--- src/logic/soc_cfg.svh ---
`ifndef SOC_CFG_SVH
`define SOC_CFG_SVH

// Bus widths
`define ADDR_W 32
`define DATA_W 64

// SRAM depth in bus words
`define SRAM_WORDS 1024

// Memory region, byte addressed
`define SRAM_BASE 32'h0000_0000
`define SRAM_LEN 32'h0000_2000

// Debug register region
`define DBG_BASE 32'h1200_0000
`define DBG_LEN 32'h0000_1000

// DMI port
`define DMI_ADDR_W 7
`define DMI_DATA_W 32

// DMI address of debug register 0
`define DMI_REG_OFS 7'h04

`endif

--- src/logic/bus_pkg.sv ---
`default_nettype none

`include "soc_cfg.svh"

package bus_pkg;

    // Which master owns the bus
    typedef enum logic {
        MST_HART = 1'b0,
        MST_SBA  = 1'b1
    } master_e;

    // Held stable by the master while req is high
    typedef struct packed {
        logic                  we;
        logic [`ADDR_W-1:0]    addr;
        logic [`DATA_W/8-1:0]  be;
        logic [`DATA_W-1:0]    wdata;
    } bus_req_t;

    // Valid while ack is high
    typedef struct packed {
        logic [`DATA_W-1:0] rdata;
        logic               err;
    } bus_rsp_t;

endpackage

`default_nettype wire

--- src/logic/bus_arbiter.sv ---
`default_nettype none
`timescale 1ns/1ps

`include "soc_cfg.svh"

module bus_arbiter (
    input  logic              clk_i,
    input  logic              rst_i,
    input  logic              hart_req_i,
    input  bus_pkg::bus_req_t hart_bus_i,
    output logic              hart_ack_o,
    output bus_pkg::bus_rsp_t hart_rsp_o,
    input  logic              sba_req_i,
    input  bus_pkg::bus_req_t sba_bus_i,
    output logic              sba_ack_o,
    output bus_pkg::bus_rsp_t sba_rsp_o,
    output logic              fwd_req_o,
    output bus_pkg::bus_req_t fwd_bus_o,
    input  logic              fwd_ack_i,
    input  bus_pkg::bus_rsp_t fwd_rsp_i
);
    import bus_pkg::*;

    typedef enum logic [1:0] {
        ST_IDLE,
        ST_ISSUED,
        ST_ACKING
    } state_e;

    state_e   state_q;
    master_e  gnt_q;
    master_e  pick;
    logic     gnt_req;
    logic     fwd_req_q;
    logic     fwd_busy_q;
    logic     ack_q;
    bus_rsp_t rsp_q;

    // Round robin, the master not granted last wins a tie
    always_comb begin
        if (hart_req_i && sba_req_i) begin
            pick = (gnt_q == MST_HART) ? MST_SBA : MST_HART;
        end else if (sba_req_i) begin
            pick = MST_SBA;
        end else begin
            pick = MST_HART;
        end
    end

    assign gnt_req = (gnt_q == MST_HART) ? hart_req_i : sba_req_i;

    always_ff @(posedge clk_i) begin
        if (rst_i) begin
            state_q   <= ST_IDLE;
            // Hart wins the first tie
            gnt_q     <= MST_SBA;
            fwd_req_q <= 1'b0;
            ack_q     <= 1'b0;
        end else begin
            fwd_req_q <= 1'b0;
            case (state_q)
                ST_IDLE: begin
                    if (hart_req_i || sba_req_i) begin
                        gnt_q     <= pick;
                        fwd_req_q <= 1'b1;
                        state_q   <= ST_ISSUED;
                    end
                end
                ST_ISSUED: begin
                    if (fwd_ack_i) begin
                        ack_q   <= 1'b1;
                        state_q <= ST_ACKING;
                    end
                end
                ST_ACKING: begin
                    // Hold ack until the owner returns req to zero
                    if (!gnt_req) begin
                        ack_q   <= 1'b0;
                        state_q <= ST_IDLE;
                    end
                end
                default: state_q <= ST_IDLE;
            endcase
        end
    end

    always_ff @(posedge clk_i) begin
        if (state_q == ST_ISSUED && fwd_ack_i) begin
            rsp_q <= fwd_rsp_i;
        end
    end

    // Open from the forward pulse until the decoder answers
    always_ff @(posedge clk_i) begin
        if (rst_i) begin
            fwd_busy_q <= 1'b0;
        end else if (fwd_req_o) begin
            fwd_busy_q <= 1'b1;
        end else if (fwd_ack_i) begin
            fwd_busy_q <= 1'b0;
        end
    end

    assign fwd_req_o  = fwd_req_q;
    assign fwd_bus_o  = (gnt_q == MST_HART) ? hart_bus_i : sba_bus_i;
    assign hart_ack_o = ack_q && (gnt_q == MST_HART);
    assign sba_ack_o  = ack_q && (gnt_q == MST_SBA);
    assign hart_rsp_o = rsp_q;
    assign sba_rsp_o  = rsp_q;

    a_ack_excl: assert property (@(posedge clk_i) disable iff (rst_i)
        !(hart_ack_o && sba_ack_o))
        else $error("both master acks high");

    a_one_outstanding: assert property (@(posedge clk_i) disable iff (rst_i)
        fwd_req_o |-> !fwd_busy_q)
        else $error("forward request while one is outstanding");

endmodule

`default_nettype wire

--- config.mk ---
export PLATFORM = sky130hd
export DESIGN_NAME = bus_arbiter
export DESIGN_NICKNAME = d
export VERILOG_FILES = /design/src/logic/bus_pkg.sv /design/src/logic/bus_arbiter.sv
export VERILOG_INCLUDE_DIRS = /design/src /design/src/logic
export SDC_FILE = /design/constraint.sdc
export NUM_CORES = 1
export LEC_CHECK = 0
export ABC_AREA = 1
export BUFFER_PORTS_ARGS = -buffer_cell sky130_fd_sc_hd__buf_4
export CORE_AREA = 2 2 199 201
export DETAILED_ROUTE_END_ITERATION = 10
export DIE_AREA = 0 0 201 203
export PLACE_DENSITY = 0.37
export SYNTH_ARGS = -nofsm -noshare
export SYNTH_HDL_FRONTEND = slang
export SYNTH_SLANG_ARGS = --single-unit
--- constraint.sdc ---
create_clock -name clk_i -period 2.95 [get_ports clk_i]
set_input_delay 0.59 -clock clk_i [delete_from_list [all_inputs] [get_ports clk_i]]
set_output_delay 0.59 -clock clk_i [all_outputs]
set_load 0.02 [all_outputs]
Yosys cells after proc, flatten, opt, wreduce, memory -nomap -nowiden. Cells that the tools add are included. Widths: inputs -> output; s select.

Logic and storage cells: 37. Output and inout port bits: 238. Bits of input ports: 280. Register bits after elaboration: 70.

Eq/ne operators: 5. Reduce and logical (&&, ||, !) cells: 11. Mux-type cells: 13. Bitwise gates (word level): 2.

Operators by type and width (number): $mux 105 (1); $mux 1 (7); $mux 2 (3); $ne 2x2->1 const B (3); $pmux 2 s3 (1); $reduce_and 3->1 (2); $logic_and 1x1->1 (4); $eq 2x1->1 const B (1); $eq 2x2->1 const B (1); $logic_not 2->1 (1); $not 1->1 (2); $pmux 1 s2 (1); $reduce_and 2->1 (1); $reduce_bool 2->1 (1); $reduce_or 2->1 (1); $logic_or 1x1->1 (1).

Depth between registers and ports, before layout.
Depth in word-level cells: 3. Gate-level depth with buffers: 5. Depth with buffers taken out: 5.

Least setup slack after synthesis. OpenSTA, ideal clock, no wires.

Path kind: input to register. Start point: in fwd_ack_i. End point: reg rsp_q, in the netlist hart_rsp_o[0] (enable). Arrival: 1.938 ns. Stages on the path: 2. Path slack: 0.593 ns. Library setup time: 0.419 ns. Path buffers: 0. Required time: 2.531 ns. Cell sequence: nand2_1 -> inv_1.

Longest elaborated chain between the ends: 1.

RTL lines: start, declared (RTL line bus_arbiter.sv:19) `input logic fwd_ack_i,`; $logic_and 1x1->1 (RTL line bus_arbiter.sv:88) `if (state_q == ST_ISSUED && fwd_ack_i) begin`; end signal, assigned (RTL line bus_arbiter.sv:89) `rsp_q <= fwd_rsp_i;`; end, declared (RTL line bus_arbiter.sv:37) `bus_rsp_t rsp_q;`.

Every way passes these cells. A chain may end at the register's enable or synchronous reset.

==> results.cfg <==
[outcome]
outcome = complete, no violations

[global_route]
grt_first_pass_wirelength_um = 30600
antenna_found_initial = 1
gr-total-overflow = 0
grt.total_usage = 0.103
first_global_vias = 4887
grt_max_degree = 110

[sta]
setup_violations = 0
max_freq_mhz = 432
rsz0062_at_grt = false
layout_setup_ws_ns = 0.634
fin_tns_setup_ns = 0
fin_crit_sh = 0.785
maxSlewHeadroom = 0.593
drv_slew = 0
tightest_slew_ns = 0.610
skew_ns = 0.00648
hold_violations = 0
layout_min_cycle_time_ns = 2.32

[pwr]
ir_worst_vdd_mv = 0.196
powerDensity_nw_per_um2 = 456
power_leakage_uw = 0.00430

[placement]
port_buffers = 517
hpwl_um = 18800
dp.cells = 1456
place.gp.congestion = 0.804
place_ws_ns = 0.987
dpl_cell_area_sq_um = 7990

[routing]
vias = 4893
routed_via_density = 3.32
wl_per_cell_um = 15.0
drc = 0
drtAntennaViolNets = 0
wl_um = 22000
drt_pre_antenna_iters = 4
drtIter0Drc = 154

[cts]
htreeDepth = 3
cts_hold_buf = 0
post_cts_buffers = 0
clkSinkCount = 70
cts_tree = done
clk_latency_ns = 0.34
cts_made_buffers = 9
clk_path_buf_depth = 2
clock-root-buffer = clkbuf_16
cts.clk_slew.worst_paths_ns = 0.06
post_cts_resized = 0

[cells_and_area]
fin_nets = 1229
final_util = 0.215
fin_cells = 1472
diodes = 0
syn_to_final_growth_pct = 108
n_fill_cell = 4279
drive_gt1_frac = 0.569
fin_area_sq_um = 8290

[worst_setup_path]
arrival_ns = 1.73
crit_type = register to output port
endpoint_kind = output port
cp_max_fo = 55
start_kind = register
required_ns = 2.36

[floorplanning]
rows = 72
fp.dieH_um = 203
die_w_um = 201
dieArea_sq_um = 40800
floorplan.initialDensity = 0.103
ioPinCount = 518
coreArea_sq_um = 38500

[logic_synthesis]
syn_inst = 502
synth.ff_latch_count = 70
synth_cell_types = 13
synth_nets = 782
yosys_warnings = 0
syn_area_per_cell_sq_um = 7.93
synth_area_sq_um = 3980
yosysSeqAreaShare = 0.516

[hold_path]
hp-class = input pin to register

[job]
cap_violations = 0
[through the flow]
step	hold WS, ns	total power, uW
floorplan	0.446	1940
global placement	0.489	2740
detailed placement	0.485	2730
CTS	0.394	3860
global route	0.396	3980
finish	0.420	3780
[report_power, final]
part	internal [uW]	total, uW	switching [uW]
Sequential	1160	1190	33.5
Combinational	680	1500	817
Clock	657	1090	432
[flip-flops by register name (all words and copies together), names as in the netlist]
signal and count:
hart_rsp_o 65, state_q 2, ack_q 1, fwd_req_o 1, gnt_q 1
[logic make-up (layout without fill, tap and decap cells)]
kind of cell,after synthesis,count (layout),share of synthesized area
AOI/OAI and AO/OA,5,5,0.00629
buffers and inverters,94,546,0.163
DFF,70,70,0.516
and+or+nand+nor,333,333,0.315
[cell usage in the layout, fill, tap and decap left out, drive strengths merged]
cell      instances
clkinvlp          2
a21oi             3
clkbuf            9
edfxtp           65
o21ai             2
nand3             2
buf             524
nor2              6
nand2           325
clkinv            3
bufinv            1
inv               7
dfxtp             5
[final cells by class]
class                      instances  area, sq um  area share
clock buffer                       9          225      0.0272
clock inverter                     7         72.6     0.00876
inverter                           6         23.8     0.00287
multi-input combinational        338         1280       0.154
sequential                        70         2060       0.248
tap                              518          648      0.0782
timing repair buffer             524         3980       0.481
[cells in the mapped netlist (all sizes together)]
library cell	n	area share
edfxtp	65	0.49
clkbuf	5	0.0047
inv	6	0.0057
o21ai	2	0.0025
nand3	2	0.0025
nor2	6	0.0057
nand2	325	0.31
dfxtp	5	0.025
buf	83	0.15
a21oi	3	0.0038
[worst paths after layout]
kind	startpoint	end	slack, ns	cells after the start
max	gnt_q	fwd_bus_o[45]	0.63	5
min	fwd_rsp_i[9]	hart_rsp_o[9]	0.42	1
max reg2reg	state_q[0]	hart_rsp_o[20]	1.30	5
min reg2reg	ack_q	ack_q	0.50	2
[critical path, stage by stage, from the launching register on]
cell and delay, ns:
dfxtp_4 0.36, clkinv_2 0.33, buf_12 0.32, nand2_1 0.09
nand2_1 0.06, buf_4 0.16
[per-layer routing]
layer | vias to the layer above | global-route usage | routed length, um
met5 | - | 0 | 0
met4 | 0 | 0.0370 | 493
met3 | 22 | 0.0292 | 1870
met2 | 333 | 0.191 | 11500
met1 | 2153 | 0.110 | 8230
li1 | 2385 | - | -
Note: power is estimated with default switching activity, not from simulation.
