<file path="src/logic/soc_cfg.svh">
`ifndef SOC_CFG_SVH
`define SOC_CFG_SVH

// Bus widths
`define ADDR_W 32
`define DATA_W 64

// SRAM depth in bus words
`define SRAM_WORDS 1024

// Memory region, byte addressed
`define SRAM_BASE 32'h0000_0000
`define SRAM_LEN 32'h0000_2000

// Debug register region
`define DBG_BASE 32'h1200_0000
`define DBG_LEN 32'h0000_1000

// DMI port
`define DMI_ADDR_W 7
`define DMI_DATA_W 32

// DMI address of debug register 0
`define DMI_REG_OFS 7'h04

`endif

</file>
<file path="src/logic/map_pkg.sv">
`default_nettype none

package map_pkg;

    // Decoded bus target
    typedef enum logic [1:0] {
        REG_SRAM,
        REG_DEBUG,
        REG_NONE
    } region_e;

    // Debug registers, STATUS is read-only
    typedef enum logic [1:0] {
        DBG_CTRL,
        DBG_DATA0,
        DBG_DATA1,
        DBG_STATUS
    } dbg_reg_e;

endpackage

`default_nettype wire

</file>
<file path="src/logic/debug_regs.sv">
`default_nettype none
`timescale 1ns/1ps

`include "soc_cfg.svh"

module debug_regs (
    input  logic                   clk_i,
    input  logic                   rst_i,
    input  logic                   bus_req_i,
    input  logic                   bus_we_i,
    input  map_pkg::dbg_reg_e      bus_idx_i,
    input  logic [`DMI_DATA_W-1:0] bus_wdata_i,
    output logic [`DATA_W-1:0]     bus_rdata_o,
    input  logic                   dmi_req_i,
    input  logic                   dmi_wr_i,
    input  logic [`DMI_ADDR_W-1:0] dmi_addr_i,
    input  logic [`DMI_DATA_W-1:0] dmi_wdata_i,
    output logic [`DMI_DATA_W-1:0] dmi_rdata_o,
    output logic                   debug_req_o
);
    import map_pkg::*;

    localparam logic [`DMI_ADDR_W-1:0] DMI_NREGS = 4;

    logic                   haltreq_q;
    logic [`DMI_DATA_W-1:0] data0_q;
    logic [`DMI_DATA_W-1:0] data1_q;
    logic [`DMI_DATA_W-1:0] bus_rdata_q;
    logic [`DMI_ADDR_W-1:0] dmi_ofs;
    logic                   dmi_hit;
    dbg_reg_e               dmi_idx;

    function automatic logic [`DMI_DATA_W-1:0] read_reg(input dbg_reg_e idx);
        logic [`DMI_DATA_W-1:0] val;
        val = '0;
        case (idx)
            DBG_CTRL:   val[0] = haltreq_q;
            DBG_DATA0:  val = data0_q;
            DBG_DATA1:  val = data1_q;
            DBG_STATUS: val[0] = haltreq_q;
            default:    val = '0;
        endcase
        return val;
    endfunction

    // DMI window starts at DMI_REG_OFS
    assign dmi_ofs = dmi_addr_i - `DMI_REG_OFS;
    assign dmi_hit = dmi_ofs < DMI_NREGS;
    assign dmi_idx = dbg_reg_e'(dmi_ofs[1:0]);

    always_ff @(posedge clk_i) begin
        if (rst_i) begin
            haltreq_q <= 1'b0;
            data0_q   <= '0;
            data1_q   <= '0;
        end else begin
            if (bus_req_i && bus_we_i) begin
                case (bus_idx_i)
                    DBG_CTRL:  haltreq_q <= bus_wdata_i[0];
                    DBG_DATA0: data0_q   <= bus_wdata_i;
                    DBG_DATA1: data1_q   <= bus_wdata_i;
                    default:   ;
                endcase
            end
            // Later assignment, so DMI wins a clash
            if (dmi_req_i && dmi_wr_i && dmi_hit) begin
                case (dmi_idx)
                    DBG_CTRL:  haltreq_q <= dmi_wdata_i[0];
                    DBG_DATA0: data0_q   <= dmi_wdata_i;
                    DBG_DATA1: data1_q   <= dmi_wdata_i;
                    default:   ;
                endcase
            end
        end
    end

    always_ff @(posedge clk_i) begin
        if (bus_req_i) begin
            bus_rdata_q <= read_reg(bus_idx_i);
        end
    end

    assign bus_rdata_o = {{(`DATA_W-`DMI_DATA_W){1'b0}}, bus_rdata_q};

    always_ff @(posedge clk_i) begin
        if (rst_i) begin
            dmi_rdata_o <= '0;
        end else if (dmi_req_i && !dmi_wr_i) begin
            dmi_rdata_o <= dmi_hit ? read_reg(dmi_idx) : '0;
        end
    end

    // Halt request to the core
    assign debug_req_o = haltreq_q;

    a_dmi_wr_qual: assert property (@(posedge clk_i) disable iff (rst_i)
        dmi_wr_i |-> dmi_req_i)
        else $error("DMI write without request");

endmodule

`default_nettype wire

</file>
<file path="config.mk">
export PLATFORM = sky130hd
export DESIGN_NAME = debug_regs
export DESIGN_NICKNAME = d
export VERILOG_FILES = /design/src/logic/map_pkg.sv /design/src/logic/debug_regs.sv
export VERILOG_INCLUDE_DIRS = /design/src /design/src/logic
export SDC_FILE = /design/constraint.sdc
export NUM_CORES = 1
export LEC_CHECK = 0
export ABC_AREA = 1
export BUFFER_PORTS_ARGS = -buffer_cell sky130_fd_sc_hd__buf_4
export CAP_MARGIN = 15
export CORE_ASPECT_RATIO = 1.5
export CORE_UTILIZATION = 55
export DETAILED_ROUTE_END_ITERATION = 16
export GPL_ROUTABILITY_DRIVEN = 0
export PLACE_DENSITY = 0.82
export REMOVE_ABC_BUFFERS = 1
export SLEW_MARGIN = 5
export SYNTH_ARGS = -nofsm -noshare
export SYNTH_HDL_FRONTEND = slang
export SYNTH_SLANG_ARGS = --single-unit
</file>
<file path="constraint.sdc">
create_clock -name clk_i -period 3.2 [get_ports clk_i]
set_input_delay 0.16 -clock clk_i [delete_from_list [all_inputs] [get_ports clk_i]]
set_output_delay 0.16 -clock clk_i [all_outputs]
set_load 0.05 [all_outputs]
</file>
# Yosys cells after proc, flatten, opt, wreduce, memory -nomap -nowiden
# Index checks and enable logic that the tools add are counted.
# word_totals
reg_bits,129
in_bits,79
out_inout_bits,97
word_cells,39
# classes
add_sub_neg,1
magnitude_cmp,1
n_eq_ne,6
muxes,17
reduce_logical,9
# op_table
operator,n
$mux W32,9
$pmux W31 S2,2
$eq A2 B2 Y1 const B,4
$lt A7 B3 Y1 const B,1
$sub A7 B3 Y7 const B,1
$pmux W1 S3,2
$eq A2 B1 Y1 const B,2
$logic_and A1 B1 Y1,4
$logic_not A2 Y1,2
$mux W1,4
$reduce_or A2 Y1,2
$logic_not A1 Y1,1

# Depth between registers and ports, before layout
# depth
depth_word,5
ltp_mapped,12
depth_no_buf,10

# Worst setup path after synthesis
# No wires, ideal clock.
# synth_timing
path_kind,input to register
startpoint,input dmi_addr_i[2]
endpoint,register dmi_rdata_o[10]
setup_ns,0.071
t_arrival_ns,1.212
required_ns,3.129
slack_ns,1.917
cell_stages,9
n_path_buf,2
cell_sequence,inv_1 > ha_1 > nand2_2 > nor2_8 > and2_4 > buf_6 > buf_12 > nand2_2 > a21oi_2
# synth_via
elab_chain_cells,3
# synth_rtl
item,line,rtl
start: declaration,debug_regs.sv:16,"input logic [`DMI_ADDR_W-1:0] dmi_addr_i,"
$sub A7 B3 Y7 (no line),--,
$lt A7 B3 Y1,debug_regs.sv:48,assign dmi_hit = dmi_ofs < DMI_NREGS;
$mux W32,debug_regs.sv:89,dmi_rdata_o <= dmi_hit ? read_reg(dmi_idx) : '0;
end signal: assignment,debug_regs.sv:89,
end: declaration,debug_regs.sv:18,"output logic [`DMI_DATA_W-1:0] dmi_rdata_o,"
# Every way passes these cells.
# A chain may end at the register's enable or synchronous reset.

# Worst setup path after layout
# layout_timing
startpoint,input bus_idx_i[1]
endpoint,register data0_q[6]
# layout_via
elab_chain_cells,5
# layout_rtl
item,line,rtl
start: declaration,debug_regs.sv:11,"input map_pkg::dbg_reg_e bus_idx_i,"
$eq A2 B1 Y1 *,debug_regs.sv:58,case (bus_idx_i)
$mux W32 *,debug_regs.sv:58,
$mux W32 *,debug_regs.sv:57,if (bus_req_i && bus_we_i) begin
$mux W32,debug_regs.sv:67,case (dmi_idx)
$mux W32 *,debug_regs.sv:66,if (dmi_req_i && dmi_wr_i && dmi_hit) begin
end signal: assignment,debug_regs.sv:60,DBG_DATA0: data0_q <= bus_wdata_i;
end signal: assignment,debug_regs.sv:69,DBG_DATA0: data0_q <= dmi_wdata_i;
end: declaration,debug_regs.sv:26,logic [`DMI_DATA_W-1:0] data0_q;
# Mark *: on every way between the ends. The rest lies on a longest branch, timed or not.

==> impl_metrics.toml <==
[run_status]
outcome = "complete, no violations"

[grt]
overflow = 0
grt_antenna_before_repair = 0
grt_max_degree = 65
grt_pass1_vias = 6557
grt_pass1_wl_um = 31600
grt_usage = 0.307

[floorplan]
initial_core_util = 0.567
die-area_um2 = 13400
die_w_um = 95.0
rows = 50
num_io_pins = 176
die_h_um = 141
core-area_um2 = 12600

[clocking]
clockBufferDepth = 2
clkTransAtPathRegs_ns = 0.06
cts_made_buffers = 17
cts_max_level = 4
cts_setup_buffers = 0
cts_resized = 0
cts_hold_buf = 31
cts_tree = "done"
clock_latency_ns = 0.42
cts_num_sinks = 129
root_buffer = "clkbuf_16"

[run]
drv_cap = 0

[detailed_routing]
vias = 7120
first_pass_iters = 6
post_drt_wl_per_cell_um = 14.4
drc = 0
viasPerCell = 5.13
routed_wl_um = 20000
drt_iter0_drc = 485
detail-route-antenna-nets = 0

[sta]
slew_viol_final = 0
worst_slew_pin_slew_ns = 1.01
fin_skew_ns = 0.00644
period_needed_ns = 1.81
rsz0062_at_grt = "no"
max_freq_mhz = 554
max_slew_margin = 0.329
hold_viol = 0
setup_viol = 0
fin_crit_sh = 0.564
fin_tns_setup_ns = 0

[layout]
antenna-diode-count = 0
regArea_um2 = 2900
fin_util = 0.709
multi_input_area_um2 = 3450
drive_gt1_frac = 0.197
nNetsFinal = 1305
stdcell_count = 1387
fill_cells = 1054
area_growth_pct = 25.1

[setup_path]
crit_required_ns = 3.51
endpoint_kind = "flop"
crit_chain = "buf_4 > inv_1 > ha_2 > buf_4 > nand2_2 > nand2_1 > nand2_1 > inv_1 > nand2_1 > nand2_1 > nor2_1"
critPathArrivalTime_ns = 2.11
reg2reg_depth = 4
critical_path.max_fanout = 32
critPathLaunchType = "input pin"
crit_slowest_cell = "nand2_2"
cpPeakStageDelay_ns = 0.46
worst-setup-path-type = "in -> reg"
cp_common_cell = "nand2_1"

[yosys]
synth_cells = 1080
synth.avg_cell_area_um2 = 6.60
yosys-top-cells-area = "dfxtp_1 (27%), nand2_1 (27%), edfxtp_1 (13%)"
ys_types = 26
synth_top_area_share = 0.272
yosysWarnings = 0
syn-cell-area_um2 = 7130
ys_ff_latch = 129
synth_top_area_cell = "dfxtp_1"
synth.yosys.seq_area_share = 0.407

[place]
dpl.hpwl_um = 11700
port_buffers = 143
placed_cells = 1323

[min_path]
min_path_cells = 3
min_path_type = "in -> reg"

[power_and_ir_drop]
ir_worst_vdd_mv = 0.382
power.density_nw_per_um2 = 476
p_leak_nw = 4.28
[state kept, by name, indices dropped and copies added, names as in the netlist]
name / flops
dmi_rdata_o: 32
data0_q: 32
debug_req_o: 1
data1_q: 32
bus_rdata_q: 32
[where the power goes]
| group | switching [W] | total [W] | internal (W) | leakage (nW) |
|---|---|---|---|---|
| Combinational | 0.000372 | 0.000534 | 0.000162 | 2.88 |
| Clock | 0.000726 | 0.00198 | 0.00126 | 0.289 |
| Sequential | 0.0000206 | 0.00173 | 0.00170 | 1.11 |
[kinds of logic after synthesis]
logic type,count (synthesis),synth area share
fa+ha+maj,8,0.0140
simple gates,663,0.365
buf+inv,180,0.127
flops,129,0.407
other cells,1,0.000526
compound gates,99,0.0856
[metrics by stage]
step	hold slack [ns]	setup WS, ns	power [W]	area [µm²]
2_1_floorplan	0.222	1.22	0.00204	6660
3_3_place_gp	0.394	1.10	0.00225	8000
3_5_place_dp	0.403	1.03	0.00225	8000
4_1_cts	0.00880	1.46	0.00424	8900
5_1_grt	0.0267	1.19	0.00436	8920
6_report	0.0220	1.39	0.00424	8920
[final timing paths]
kind,startpoint,endpoint,slack (ns)
max reg2reg,data0_q[13],dmi_rdata_o[13],2.28
min reg2reg,dmi_rdata_o[31],dmi_rdata_o[31],0.47
min,dmi_wdata_i[24],data0_q[24],0.02
max,bus_idx_i[1],data0_q[6],1.39
[placed cells by master (no fill, tap or decap), drive strengths merged]
master and instances:
inv 85, nand4 3, nor2 134, ha 8, a21oi 95, o21ai 3
edfxtp 32, and2 1, a22oi 1, nand3 2, bufinv 3, conb 32
clkinvlp 3, nand2 523, dlygate4sd3 31, dfxtp 97, clkinv 5, buf 152
clkbuf 21
[synthesized netlist by cell type, drive strengths merged]
cell	instances
a21oi	95
a22oi	1
and2	1
buf	71
clkbuf	24
conb	1
dfxtp	97
edfxtp	32
ha	8
inv	85
nand2	523
nand3	2
nand4	3
nor2	134
o21ai	3
[worst max-delay path: cells and delay by family]
kind | cells | cell delay (ns)
simple gates | 6 | 0.89
buf+inv | 4 | 0.59
fa+ha+maj | 1 | 0.44
[area by class of cell]
cell class	instances	share of cell area
clock buffer	21	0.0516
clock inverter	11	0.0154
inverter	85	0.0358
multi-input combinational	802	0.386
sequential	129	0.325
tap	156	0.0219
timing repair buffer	183	0.164
[layer usage]
layer,GRT usage,share of wire,vias up
met1,0.360,0.38,3226
met4,0.151,0.034,0
li1,-,-,3474
met2,0.529,0.51,359
met5,0,0,-
met3,0.0563,0.082,61
Power figures use the tool's default switching activity.
