[src/logic/soc_cfg.svh]
`ifndef SOC_CFG_SVH
`define SOC_CFG_SVH

// Bus widths
`define ADDR_W 32
`define DATA_W 64

// SRAM depth in bus words
`define SRAM_WORDS 1024

// Memory region, byte addressed
`define SRAM_BASE 32'h0000_0000
`define SRAM_LEN 32'h0000_2000

// Debug register region
`define DBG_BASE 32'h1200_0000
`define DBG_LEN 32'h0000_1000

// DMI port
`define DMI_ADDR_W 7
`define DMI_DATA_W 32

// DMI address of debug register 0
`define DMI_REG_OFS 7'h04

`endif

[src/logic/bus_pkg.sv]
`default_nettype none

`include "soc_cfg.svh"

package bus_pkg;

    // Which master owns the bus
    typedef enum logic {
        MST_HART = 1'b0,
        MST_SBA  = 1'b1
    } master_e;

    // Held stable by the master while req is high
    typedef struct packed {
        logic                  we;
        logic [`ADDR_W-1:0]    addr;
        logic [`DATA_W/8-1:0]  be;
        logic [`DATA_W-1:0]    wdata;
    } bus_req_t;

    // Valid while ack is high
    typedef struct packed {
        logic [`DATA_W-1:0] rdata;
        logic               err;
    } bus_rsp_t;

endpackage

`default_nettype wire

[src/logic/map_pkg.sv]
`default_nettype none

package map_pkg;

    // Decoded bus target
    typedef enum logic [1:0] {
        REG_SRAM,
        REG_DEBUG,
        REG_NONE
    } region_e;

    // Debug registers, STATUS is read-only
    typedef enum logic [1:0] {
        DBG_CTRL,
        DBG_DATA0,
        DBG_DATA1,
        DBG_STATUS
    } dbg_reg_e;

endpackage

`default_nettype wire

[src/logic/region_decoder.sv]
`default_nettype none
`timescale 1ns/1ps

`include "soc_cfg.svh"

module region_decoder (
    input  logic                           clk_i,
    input  logic                           rst_i,
    input  logic                           req_i,
    input  bus_pkg::bus_req_t              bus_i,
    output logic                           ack_o,
    output bus_pkg::bus_rsp_t              rsp_o,
    output logic                           sram_req_o,
    output logic                           sram_we_o,
    output logic [$clog2(`SRAM_WORDS)-1:0] sram_addr_o,
    output logic [`DATA_W/8-1:0]           sram_be_o,
    output logic [`DATA_W-1:0]             sram_wdata_o,
    input  logic [`DATA_W-1:0]             sram_rdata_i,
    output logic                           dbg_req_o,
    output logic                           dbg_we_o,
    output map_pkg::dbg_reg_e              dbg_idx_o,
    output logic [`DMI_DATA_W-1:0]         dbg_wdata_o,
    input  logic [`DATA_W-1:0]             dbg_rdata_i
);
    import map_pkg::*;

    localparam int BYTE_AW = $clog2(`DATA_W/8);
    localparam int WORD_AW = $clog2(`SRAM_WORDS);

    logic [`ADDR_W-1:0] sram_ofs;
    logic [`ADDR_W-1:0] dbg_ofs;
    region_e            region;
    region_e            region_q;
    logic               ack_q;

    // Offsets wrap below the base, so one compare per window
    assign sram_ofs = bus_i.addr - `SRAM_BASE;
    assign dbg_ofs  = bus_i.addr - `DBG_BASE;

    always_comb begin
        if (sram_ofs < `SRAM_LEN) begin
            region = REG_SRAM;
        end else if (dbg_ofs < `DBG_LEN) begin
            region = REG_DEBUG;
        end else begin
            region = REG_NONE;
        end
    end

    assign sram_req_o   = req_i && (region == REG_SRAM);
    assign sram_we_o    = bus_i.we;
    assign sram_addr_o  = sram_ofs[WORD_AW+BYTE_AW-1:BYTE_AW];
    assign sram_be_o    = bus_i.be;
    assign sram_wdata_o = bus_i.wdata;

    // One debug register per bus word
    assign dbg_req_o   = req_i && (region == REG_DEBUG);
    assign dbg_we_o    = bus_i.we;
    assign dbg_idx_o   = dbg_reg_e'(dbg_ofs[BYTE_AW+1:BYTE_AW]);
    assign dbg_wdata_o = bus_i.wdata[`DMI_DATA_W-1:0];

    always_ff @(posedge clk_i) begin
        if (rst_i) begin
            ack_q    <= 1'b0;
            region_q <= REG_NONE;
        end else begin
            ack_q <= req_i;
            if (req_i) begin
                region_q <= region;
            end
        end
    end

    assign ack_o = ack_q;

    always_comb begin
        rsp_o = '0;
        case (region_q)
            REG_SRAM:  rsp_o.rdata = sram_rdata_i;
            REG_DEBUG: rsp_o.rdata = dbg_rdata_i;
            default:   rsp_o.err   = 1'b1;
        endcase
    end

    a_one_target: assert property (@(posedge clk_i) disable iff (rst_i)
        !(sram_req_o && dbg_req_o))
        else $error("SRAM and debug strobes high together");

endmodule

`default_nettype wire

[config.mk]
export PLATFORM = sky130hd
export DESIGN_NAME = region_decoder
export DESIGN_NICKNAME = d
export VERILOG_FILES = /design/src/logic/bus_pkg.sv /design/src/logic/map_pkg.sv /design/src/logic/region_decoder.sv
export VERILOG_INCLUDE_DIRS = /design/src /design/src/logic
export SDC_FILE = /design/constraint.sdc
export NUM_CORES = 1
export LEC_CHECK = 0
export BUFFER_PORTS_ARGS = -buffer_cell sky130_fd_sc_hd__buf_4
export CORE_AREA = 10 10 156 158
export DETAILED_ROUTE_END_ITERATION = 10
export DIE_AREA = 0 0 166 168
export HOLD_SLACK_MARGIN = 0.06
export PLACE_DENSITY = 0.48
export SLEW_MARGIN = 0
export SYNTH_ARGS = -nofsm -noshare
export SYNTH_HDL_FRONTEND = slang
export SYNTH_SLANG_ARGS = --single-unit
[constraint.sdc]
create_clock -name clk_i -period 1.4 [get_ports clk_i]
set_input_delay 0.21 -clock clk_i [delete_from_list [all_inputs] [get_ports clk_i]]
set_output_delay 0.21 -clock clk_i [all_outputs]
set_load 0.05 [all_outputs]
# --- After elaboration in Yosys (flattened, before gate mapping) ---
# Cells that the tools add are included.
classes:
  reduce_logical: 5
  eq_ne: 2
  magnitude_cmp: 2
  n_mux: 4
  addsub: 1
op_table:
  columns: ["op", "count"]
  rows:
  - ["$pmux 64 s2", 1]
  - ["$lt 32x13->1 const B", 1]
  - ["$lt 32x14->1 const B", 1]
  - ["$sub 32x29->32 const B", 1]
  - ["$eq 2x1->1 const B", 2]
  - ["$logic_not 2->1", 2]
  - ["$mux 2", 2]
  - ["$logic_and 1x1->1", 2]
  - ["$reduce_or 2->1", 1]
  - ["$mux 1", 1]
totals:
  wordCells: 16
  output_inout_bits: 186
  ff_bits: 3
  input_bits: 236

# --- Logic depth before layout (Yosys ltp) ---
# Gate-level depths: netlist (run 1).
logic_depth:
  ltp_word: 6
  depth_mapped: 6
  mapped_depth_nobuf: 6

# --- Worst setup path after synthesis (run 1) ---
# OpenSTA, ideal clock, no wires.
synth_timing:
  path_kind: "input to output"
  from: "input port bus_i[97] in the netlist's numbering"
  to: "output port dbg_req_o"
  path_slack_ns: -0.625
  t_arrival_ns: 1.815
  n_path_buf: 0
  required_ns: 1.190
  stages: 5
  cell_sequence: "inv_1 ha_1 xnor2_1 nand4b_1 a2111oi_2"
synth_via:
  elab_chain_len: 6
  word_cells_on_any_way: 7
synth_lines:
  columns: ["item", "line", "rtl"]
  rows:
  - ["from (decl)", "region_decoder.sv:10", "input bus_pkg::bus_req_t bus_i,"]
  - ["$sub 32x29->32 (no line)", null, null]
  - ["$lt 32x13->1 (no line)", null, null]
  - ["$mux 2", "region_decoder.sv:43", "end else if (dbg_ofs < `DBG_LEN) begin"]
  - ["$mux 2 (*)", "region_decoder.sv:41", "if (sram_ofs < `SRAM_LEN) begin"]
  - ["$eq 2x1->1 (*)", "region_decoder.sv:57", "assign dbg_req_o = req_i && (region == REG_DEBUG);"]
  - ["$logic_and 1x1->1 (*)", "region_decoder.sv:57", null]
  - ["to (decl)", "region_decoder.sv:19", "output logic dbg_req_o,"]
# Every way passes the cells marked *; elsewhere a longest branch is shown, timed or not.

==> results.json, run 1 <==
{
  "status": "finished, violations left",
  "violations": "setup timing",
  "totalPowerFinal_w": 0.00174,
  "synth_seq_cells": 3,
  "setup.reg_to_reg.worst_slack_ps": 190,
  "worst_setup_path_end_kind": "primary output",
  "timing.max_cap.violations": 0,
  "layoutNonFillerInstCount": 695,
  "dp_hpwl_um": 9140,
  "total_wire_length_um": 11800,
  "fin_worst_skew_ps": 0,
  "drive_gt1_share_pct": 94.0,
  "vdd_ir_drop_max_uv": 283,
  "min_period_ps": 1660,
  "cellPowerDensity_nw_per_um2": 346,
  "hold_violations": 0,
  "hold_ws_ps": 197,
  "synth_area_per_cell_sq_um": 7.20,
  "timing.fmax_mhz": 602,
  "layout_worst_path_cycle_share_pct": 119,
  "critical_path.reg2reg.endpoint": "region_q[0]$_SDFFE_PP0P_",
  "hp-class": "in -> reg",
  "placement.cell_area_sq_um": 3840,
  "slew_headroom_pct": 82.4,
  "worst_setup_path_startpoint": "region_q[0]$_SDFFE_PP0P_",
  "cts_buffer_depth": 2,
  "layout.cells.most_common": "buf_4",
  "route.detailed.wl_per_inst_um": 16.9,
  "slew_viol_final": 0,
  "netlist_instances": 291,
  "cts_hold_bufs": 0,
  "port_buffers": 219,
  "core_area_sq_um": 21400,
  "globalRoute.totalOverflow": 0,
  "floorplan.initialDensity_pct": 9.79,
  "detailroute.via_count": 2394,
  "htree_num_levels": 1,
  "areaGrowthSynthToFinish_pct": 140,
  "worst_r2r_startpoint": "region_q[0]$_SDFFE_PP0P_",
  "setup_viol": 67,
  "layout.cells.most_common_list": "179 x buf_4, 54 x buf_6, 50 x nor2_4",
  "worst_r2r_path_cells": 5,
  "drc_errors": 0,
  "antenna_cells_inserted": 0,
  "netlist_top_cells_area": "buf_4 42%, mux2i_1 31%, nor2_1 12%",
  "grt_start_max_net_pins": 26,
  "viasPerCell": 3.44,
  "tritoncts": "done",
  "synth-seq-area-share_pct": 2.87,
  "tightest_slew_ps": 257,
  "die-area_sq_um": 27900,
  "ys.warnings.count": 0,
  "layout_setup_ws_ps": -262,
  "initialDrtViolationCount": 46,
  "place_congestion": 0.728,
  "placement.setup.worst_slack_ps": -247,
  "syn_nets": 528,
  "die_w_um": 166,
  "leakage_nw": 1.89,
  "insertion_delay_ps": 220,
  "cp_data_required_time_ps": 1190,
  "postRouteAntennaNets": 0,
  "placementRows": 54,
  "grt_pass1_vias": 2627,
  "cts-buffers-inserted": 3,
  "grtUsageTotal_pct": 7.72,
  "rsz0062_at_grt": "true",
  "yosys.area.top_type": "buf_4",
  "netlist.area_leader.share_pct": 42.3,
  "die_height_um": 168,
  "placed_instances": 677,
  "boundaryPins": 422,
  "worstPathArrival_ps": 1450,
  "cp_max_fo": 8,
  "cp-endpoint": "rsp_o[3]",
  "cts.sink_count": 3,
  "first_pass_iters": 3,
  "clockRootBuffer": "clkbuf_16",
  "criticalPathCategory": "reg -> out",
  "area_of_the_mapped_netlist_sq_um": 2100,
  "yosysUniqueCellTypes": 24,
  "path_clk_slew_ps": 30,
  "grt_antenna_before_repair": 0,
  "cp-start-kind": "register",
  "finished_layout_cell_area_sq_um": 5030,
  "finalNetCount": 653,
  "first_pass_grt_wire_length_um": 16800
}
registers in the layout (all words and copies together), names as in the netlist:
name	count
ack_o	1
region_q	2
synthesized netlist by cell type:
library cell    n
a2111oi_2       1
a211oi_2        1
a21o_1          1
a21oi_1         1
buf_1           1
buf_2           7
buf_4         118
clkbuf_1        7
dfxtp_1         3
ha_1            1
inv_1           4
mux2i_1        64
nand2_1         3
nand4_1         1
nand4b_1        1
nor2_1         66
nor3_1          1
nor3b_1         1
nor4_2          4
o2111ai_2       1
o21ai_0         1
o21ai_1         1
or3_1           1
xnor2_1         1
worst min path at each step:
stage | start | endpoint | slack, ps | cells past startpoint
after floorplan | rst_i | ack_o$_SDFF_PP0_ | 290 | 1
after global placement | bus_i[81] | sram_addr_o[6] | 420 | 0
after detailed placement | bus_i[81] | sram_addr_o[6] | 420 | 0
after CTS | rst_i | ack_o$_SDFF_PP0_ | 200 | 2
after global routing | rst_i | ack_o$_SDFF_PP0_ | 210 | 2
final | rst_i | ack_o$_SDFF_PP0_ | 200 | 2
cells by family (layout without fill, tap and decap cells):
kind of cell             after synthesis  after routing  synth area share (%)
multiplexers                          64             64                  30.6
XOR/XNOR                               1              1                 0.418
AND/OR/NAND/NOR                       78             78                  16.4
AO/OA/AOI/OAI                          7              7                  3.10
buffers and inverters                137            261                  46.1
flip-flops                             3              3                  2.87
adder cells (fa/ha/maj)                1              1                 0.597
report_power, final:
part	switching [W]	total (W)	leakage (nW)	internal, W
Clock	0.0000748	0.000450	0.0382	0.000375
Sequential	0.00000743	0.0000939	0.0255	0.0000864
Combinational	0.000596	0.00120	1.83	0.000602
Total	0.000678	0.00174	1.89	0.00106
routing by layer:
metal  part of all wire [%]  GRT usage, %  vias to the layer above
met1                     36          8.38                     1063
met2                     47          12.3                      191
met3                     13          3.89                       49
met5                      0             0                        -
met4                    4.0          3.74                        0
li1                       -             -                     1091
critical path: stages (launching register included):
cell	delay, ps
dfxtp_4	410
buf_4	150
buf_16	170
mux2i_4	260
nor2_4	30
buf_4	180
timing repair:
item | in CTS | in global routing
cloned | 5 | 0
pin swaps | 8 | 13
setup buffers | 8 | 2
endpoints found under the setup margin | 67 | 69
resized for setup | 121 | 59
cell type report:
type / count / area (sq um)
Sequential cell: 3 / 67.6
Multi-Input combinational cell: 151 / 2130
Inverter: 4 / 32.5
Tap cell: 280 / 350
Clock buffer: 4 / 78.8
Fill cell: 2287 / 16400
Timing Repair Buffer: 253 / 2370
stage by stage:
step	utilization (%)	TNS, ps
floorplan	-	-997
global placement	17.9	-766
detailed placement	17.9	-806
CTS	22.2	-14430
global route	23.5	-16320
finish	23.5	-12880
(Power assumes the default switching activity.)
==> run 2, diff against run 1 <==
--- a/config.mk
+++ b/config.mk
@@ -6,12 +6,14 @@
 export SDC_FILE = /design/constraint.sdc
 export NUM_CORES = 1
 export LEC_CHECK = 0
+export ABC_AREA = 1
 export BUFFER_PORTS_ARGS = -buffer_cell sky130_fd_sc_hd__buf_4
-export CORE_AREA = 10 10 156 158
+export CORE_AREA = 10 10 155 157
 export DETAILED_ROUTE_END_ITERATION = 10
-export DIE_AREA = 0 0 166 168
+export DIE_AREA = 0 0 165 167
+export GPL_TIMING_DRIVEN = 0
 export HOLD_SLACK_MARGIN = 0.06
-export PLACE_DENSITY = 0.48
+export PLACE_DENSITY = 0.38
 export SLEW_MARGIN = 0
 export SYNTH_ARGS = -nofsm -noshare
 export SYNTH_HDL_FRONTEND = slang
==> results.json, run 2 <==
{
  "status": "finished, violations left",
  "violations": "setup timing",
  "placement.cell_area_sq_um": 5150,
  "placementRows": 53,
  "max_stage_delay_ps": 370,
  "initialDrtViolationCount": 177,
  "clockRootBuffer": "clkbuf_16",
  "place_congestion": 0.771,
  "tritoncts": "done",
  "critical-path-slowest-cell": "dfxtp_4",
  "synth_area_per_cell_sq_um": 5.52,
  "first_pass_grt_wire_length_um": 25600,
  "globalRoute.totalOverflow": 0,
  "postRouteAntennaNets": 0,
  "placement.setup.worst_slack_ps": -306,
  "drc_errors": 0,
  "vdd_ir_drop_max_uv": 598,
  "area_of_the_mapped_netlist_sq_um": 2280,
  "boundaryPins": 422,
  "total_wire_length_um": 19300,
  "largest_register": "region_q",
  "syn_nets": 650,
  "grtUsageTotal_pct": 11.9,
  "layout.cells.most_common_list": "390 x buf_4, 82 x nand3_2, 54 x nand2_2, 54 x buf_6, 45 x nand3_1",
  "synth_enable_flop_cells": 0,
  "cts-buffers-inserted": 3,
  "path_clk_slew_ps": 30,
  "setup_viol": 64,
  "dp_hpwl_um": 15900,
  "die_w_um": 165,
  "timing.fmax_mhz": 665,
  "postSynth.topFlopCell": "dfxtp_1",
  "layout_worst_path_cycle_share_pct": 107,
  "cellPowerDensity_nw_per_um2": 421,
  "drive_gt1_share_pct": 86.1,
  "timing.max_cap.violations": 0,
  "yosys.area.top_type": "buf_4",
  "cp_cell_sequence": "clkinv_8 -> clkbuf_16 -> buf_8 -> nand3_1 -> nand2_2 -> buf_6",
  "detailroute.via_count": 3941,
  "cp-start-kind": "register",
  "finished_layout_cell_area_sq_um": 6920,
  "largest_register_ffs": 2,
  "core_area_sq_um": 20800,
  "synth-seq-area-share_pct": 2.64,
  "tightest_slew_ps": 157,
  "slew_headroom_pct": 89.6,
  "grt_pass1_vias": 4211,
  "hp-class": "in -> reg",
  "netlist_instances": 413,
  "fin_worst_skew_ps": 0,
  "worstPathArrival_ps": 1290,
  "grt_start_max_net_pins": 11,
  "netlist_top_cells_area": "buf_4 39%, nand3_1 29%, nand2_1 13%",
  "cp_data_required_time_ps": 1190,
  "floorplan.initialDensity_pct": 10.9,
  "htree_num_levels": 1,
  "grt_antenna_before_repair": 0,
  "layout_setup_ws_ps": -105,
  "hold_violations": 0,
  "areaGrowthSynthToFinish_pct": 204,
  "synthMostInstantiatedCell": "nand3_1",
  "totalPowerFinal_w": 0.00291,
  "cts_buffer_depth": 2,
  "die_height_um": 167,
  "rsz0062_at_grt": "true",
  "slew_viol_final": 0,
  "criticalPathCategory": "reg -> out",
  "leakage_nw": 3.45,
  "first_pass_iters": 4,
  "worst_setup_path_end_kind": "primary output",
  "route.detailed.wl_per_inst_um": 18.4,
  "port_buffers": 336,
  "layout.cells.most_common": "buf_4",
  "ys.warnings.count": 0,
  "antenna_cells_inserted": 0,
  "setup.reg_to_reg.worst_slack_ps": 540,
  "commonest_cells_in_the_netlist": "134 x nand3_1, 118 x buf_4, 78 x nand2_1",
  "min_period_ps": 1500,
  "synth_seq_cells": 3,
  "finalNetCount": 1008,
  "insertion_delay_ps": 220,
  "cts.sink_count": 3,
  "viasPerCell": 3.77,
  "die-area_sq_um": 27600,
  "yosysUniqueCellTypes": 17,
  "synth-async-reset-ratio_pct": 0,
  "cp_max_fo": 5,
  "netlist.area_leader.share_pct": 38.9
}
-- run 2: cell types whose count changed in the layout (fill, tap and decap cells not counted), sizes merged, moves of 3 or more --
cell    before  now
nor2        66   23
nor4         4    0
clkbuf       4   14
inv          4   16
mux2i       64    0
nand2        3   80
buf        253  490
nand3        0  135
nand4        1    4
-- run 2: routing by layer --
metal | vias up | track usage, % | share of wire (%) | routed length [um]
met5 | - | 0 | 0 | 0
met2 | 211 | 22.6 | 54 | 10300
met4 | 0 | 0.770 | 0.74 | 143
met3 | 10 | 4.66 | 10 | 2010
met1 | 1770 | 12.3 | 35 | 6790
li1 | 1950 | - | - | -
-- run 2: cells by family (layout without fill, tap and decap cells) --
family,after synthesis,after routing,share of synthesized area [%]
and+or+nand+nor,243,243,48.5
buffers and inverters,165,522,48.1
adders and majority gates,1,1,0.549
AOI/OAI and AO/OA,1,1,0.219
DFF,3,3,2.64
-- run 2: what timing repair did --
item | in CTS | in global routing
pin swaps | 15 | 53
setup buffers | 5 | 0
gates resized for setup | 198 | 155
endpoints found under the hold margin | 0 | 0
hold buffers | 0 | 0
setup endpoints to repair | 65 | 66
gates cloned | 3 | 9
-- run 2: path summary, 6_finish.rpt --
check	to	cells past startpoint	startpoint
setup / recovery	rsp_o[1]	6	region_q[1]$_SDFFE_PP1P_
hold / removal	region_q[0]$_SDFFE_PP0P_	2	rst_i
setup reg to reg	region_q[0]$_SDFFE_PP0P_	5	region_q[0]$_SDFFE_PP0P_
hold reg to reg	region_q[1]$_SDFFE_PP1P_	3	region_q[1]$_SDFFE_PP1P_
-- run 2: worst max-delay path: cells and delay by family (launching register included) --
family,cells,cell delay [ps]
and+or+nand+nor,2,140
DFF,1,370
buffers and inverters,4,560
-- run 2: layout make-up --
class	count	area (sq um)
repair buffers	353	3190
clock buffers	4	78.8
plain buffers	147	1350
multi-input cells	245	1800
inverters	18	85.1
fillers	2280	13900
well taps	275	344
flip-flops and latches	3	65.1
-- run 2: metrics by stage --
stage / std cells / utilization (%) / setup TNS, ps / hold slack, ps
after floorplan: 413 / - / -42.6 / 282
after global placement: 1024 / 24.7 / -11240 / 393
after detailed placement: 1024 / 24.7 / -12500 / 393
after CTS: 1036 / 29.0 / -6030 / 156
after global routing: 1045 / 33.2 / -8800 / 163
final: 1045 / 33.2 / -5290 / 159
-- run 2: power by group --
group	total [W]	switching (W)	internal, W	leakage [nW]
registers	0.0000919	0.00000367	0.0000883	0.0252
logic	0.00237	0.00133	0.00104	3.39
clock network	0.000455	0.0000787	0.000376	0.0382
total	0.00291	0.00141	0.00150	3.45
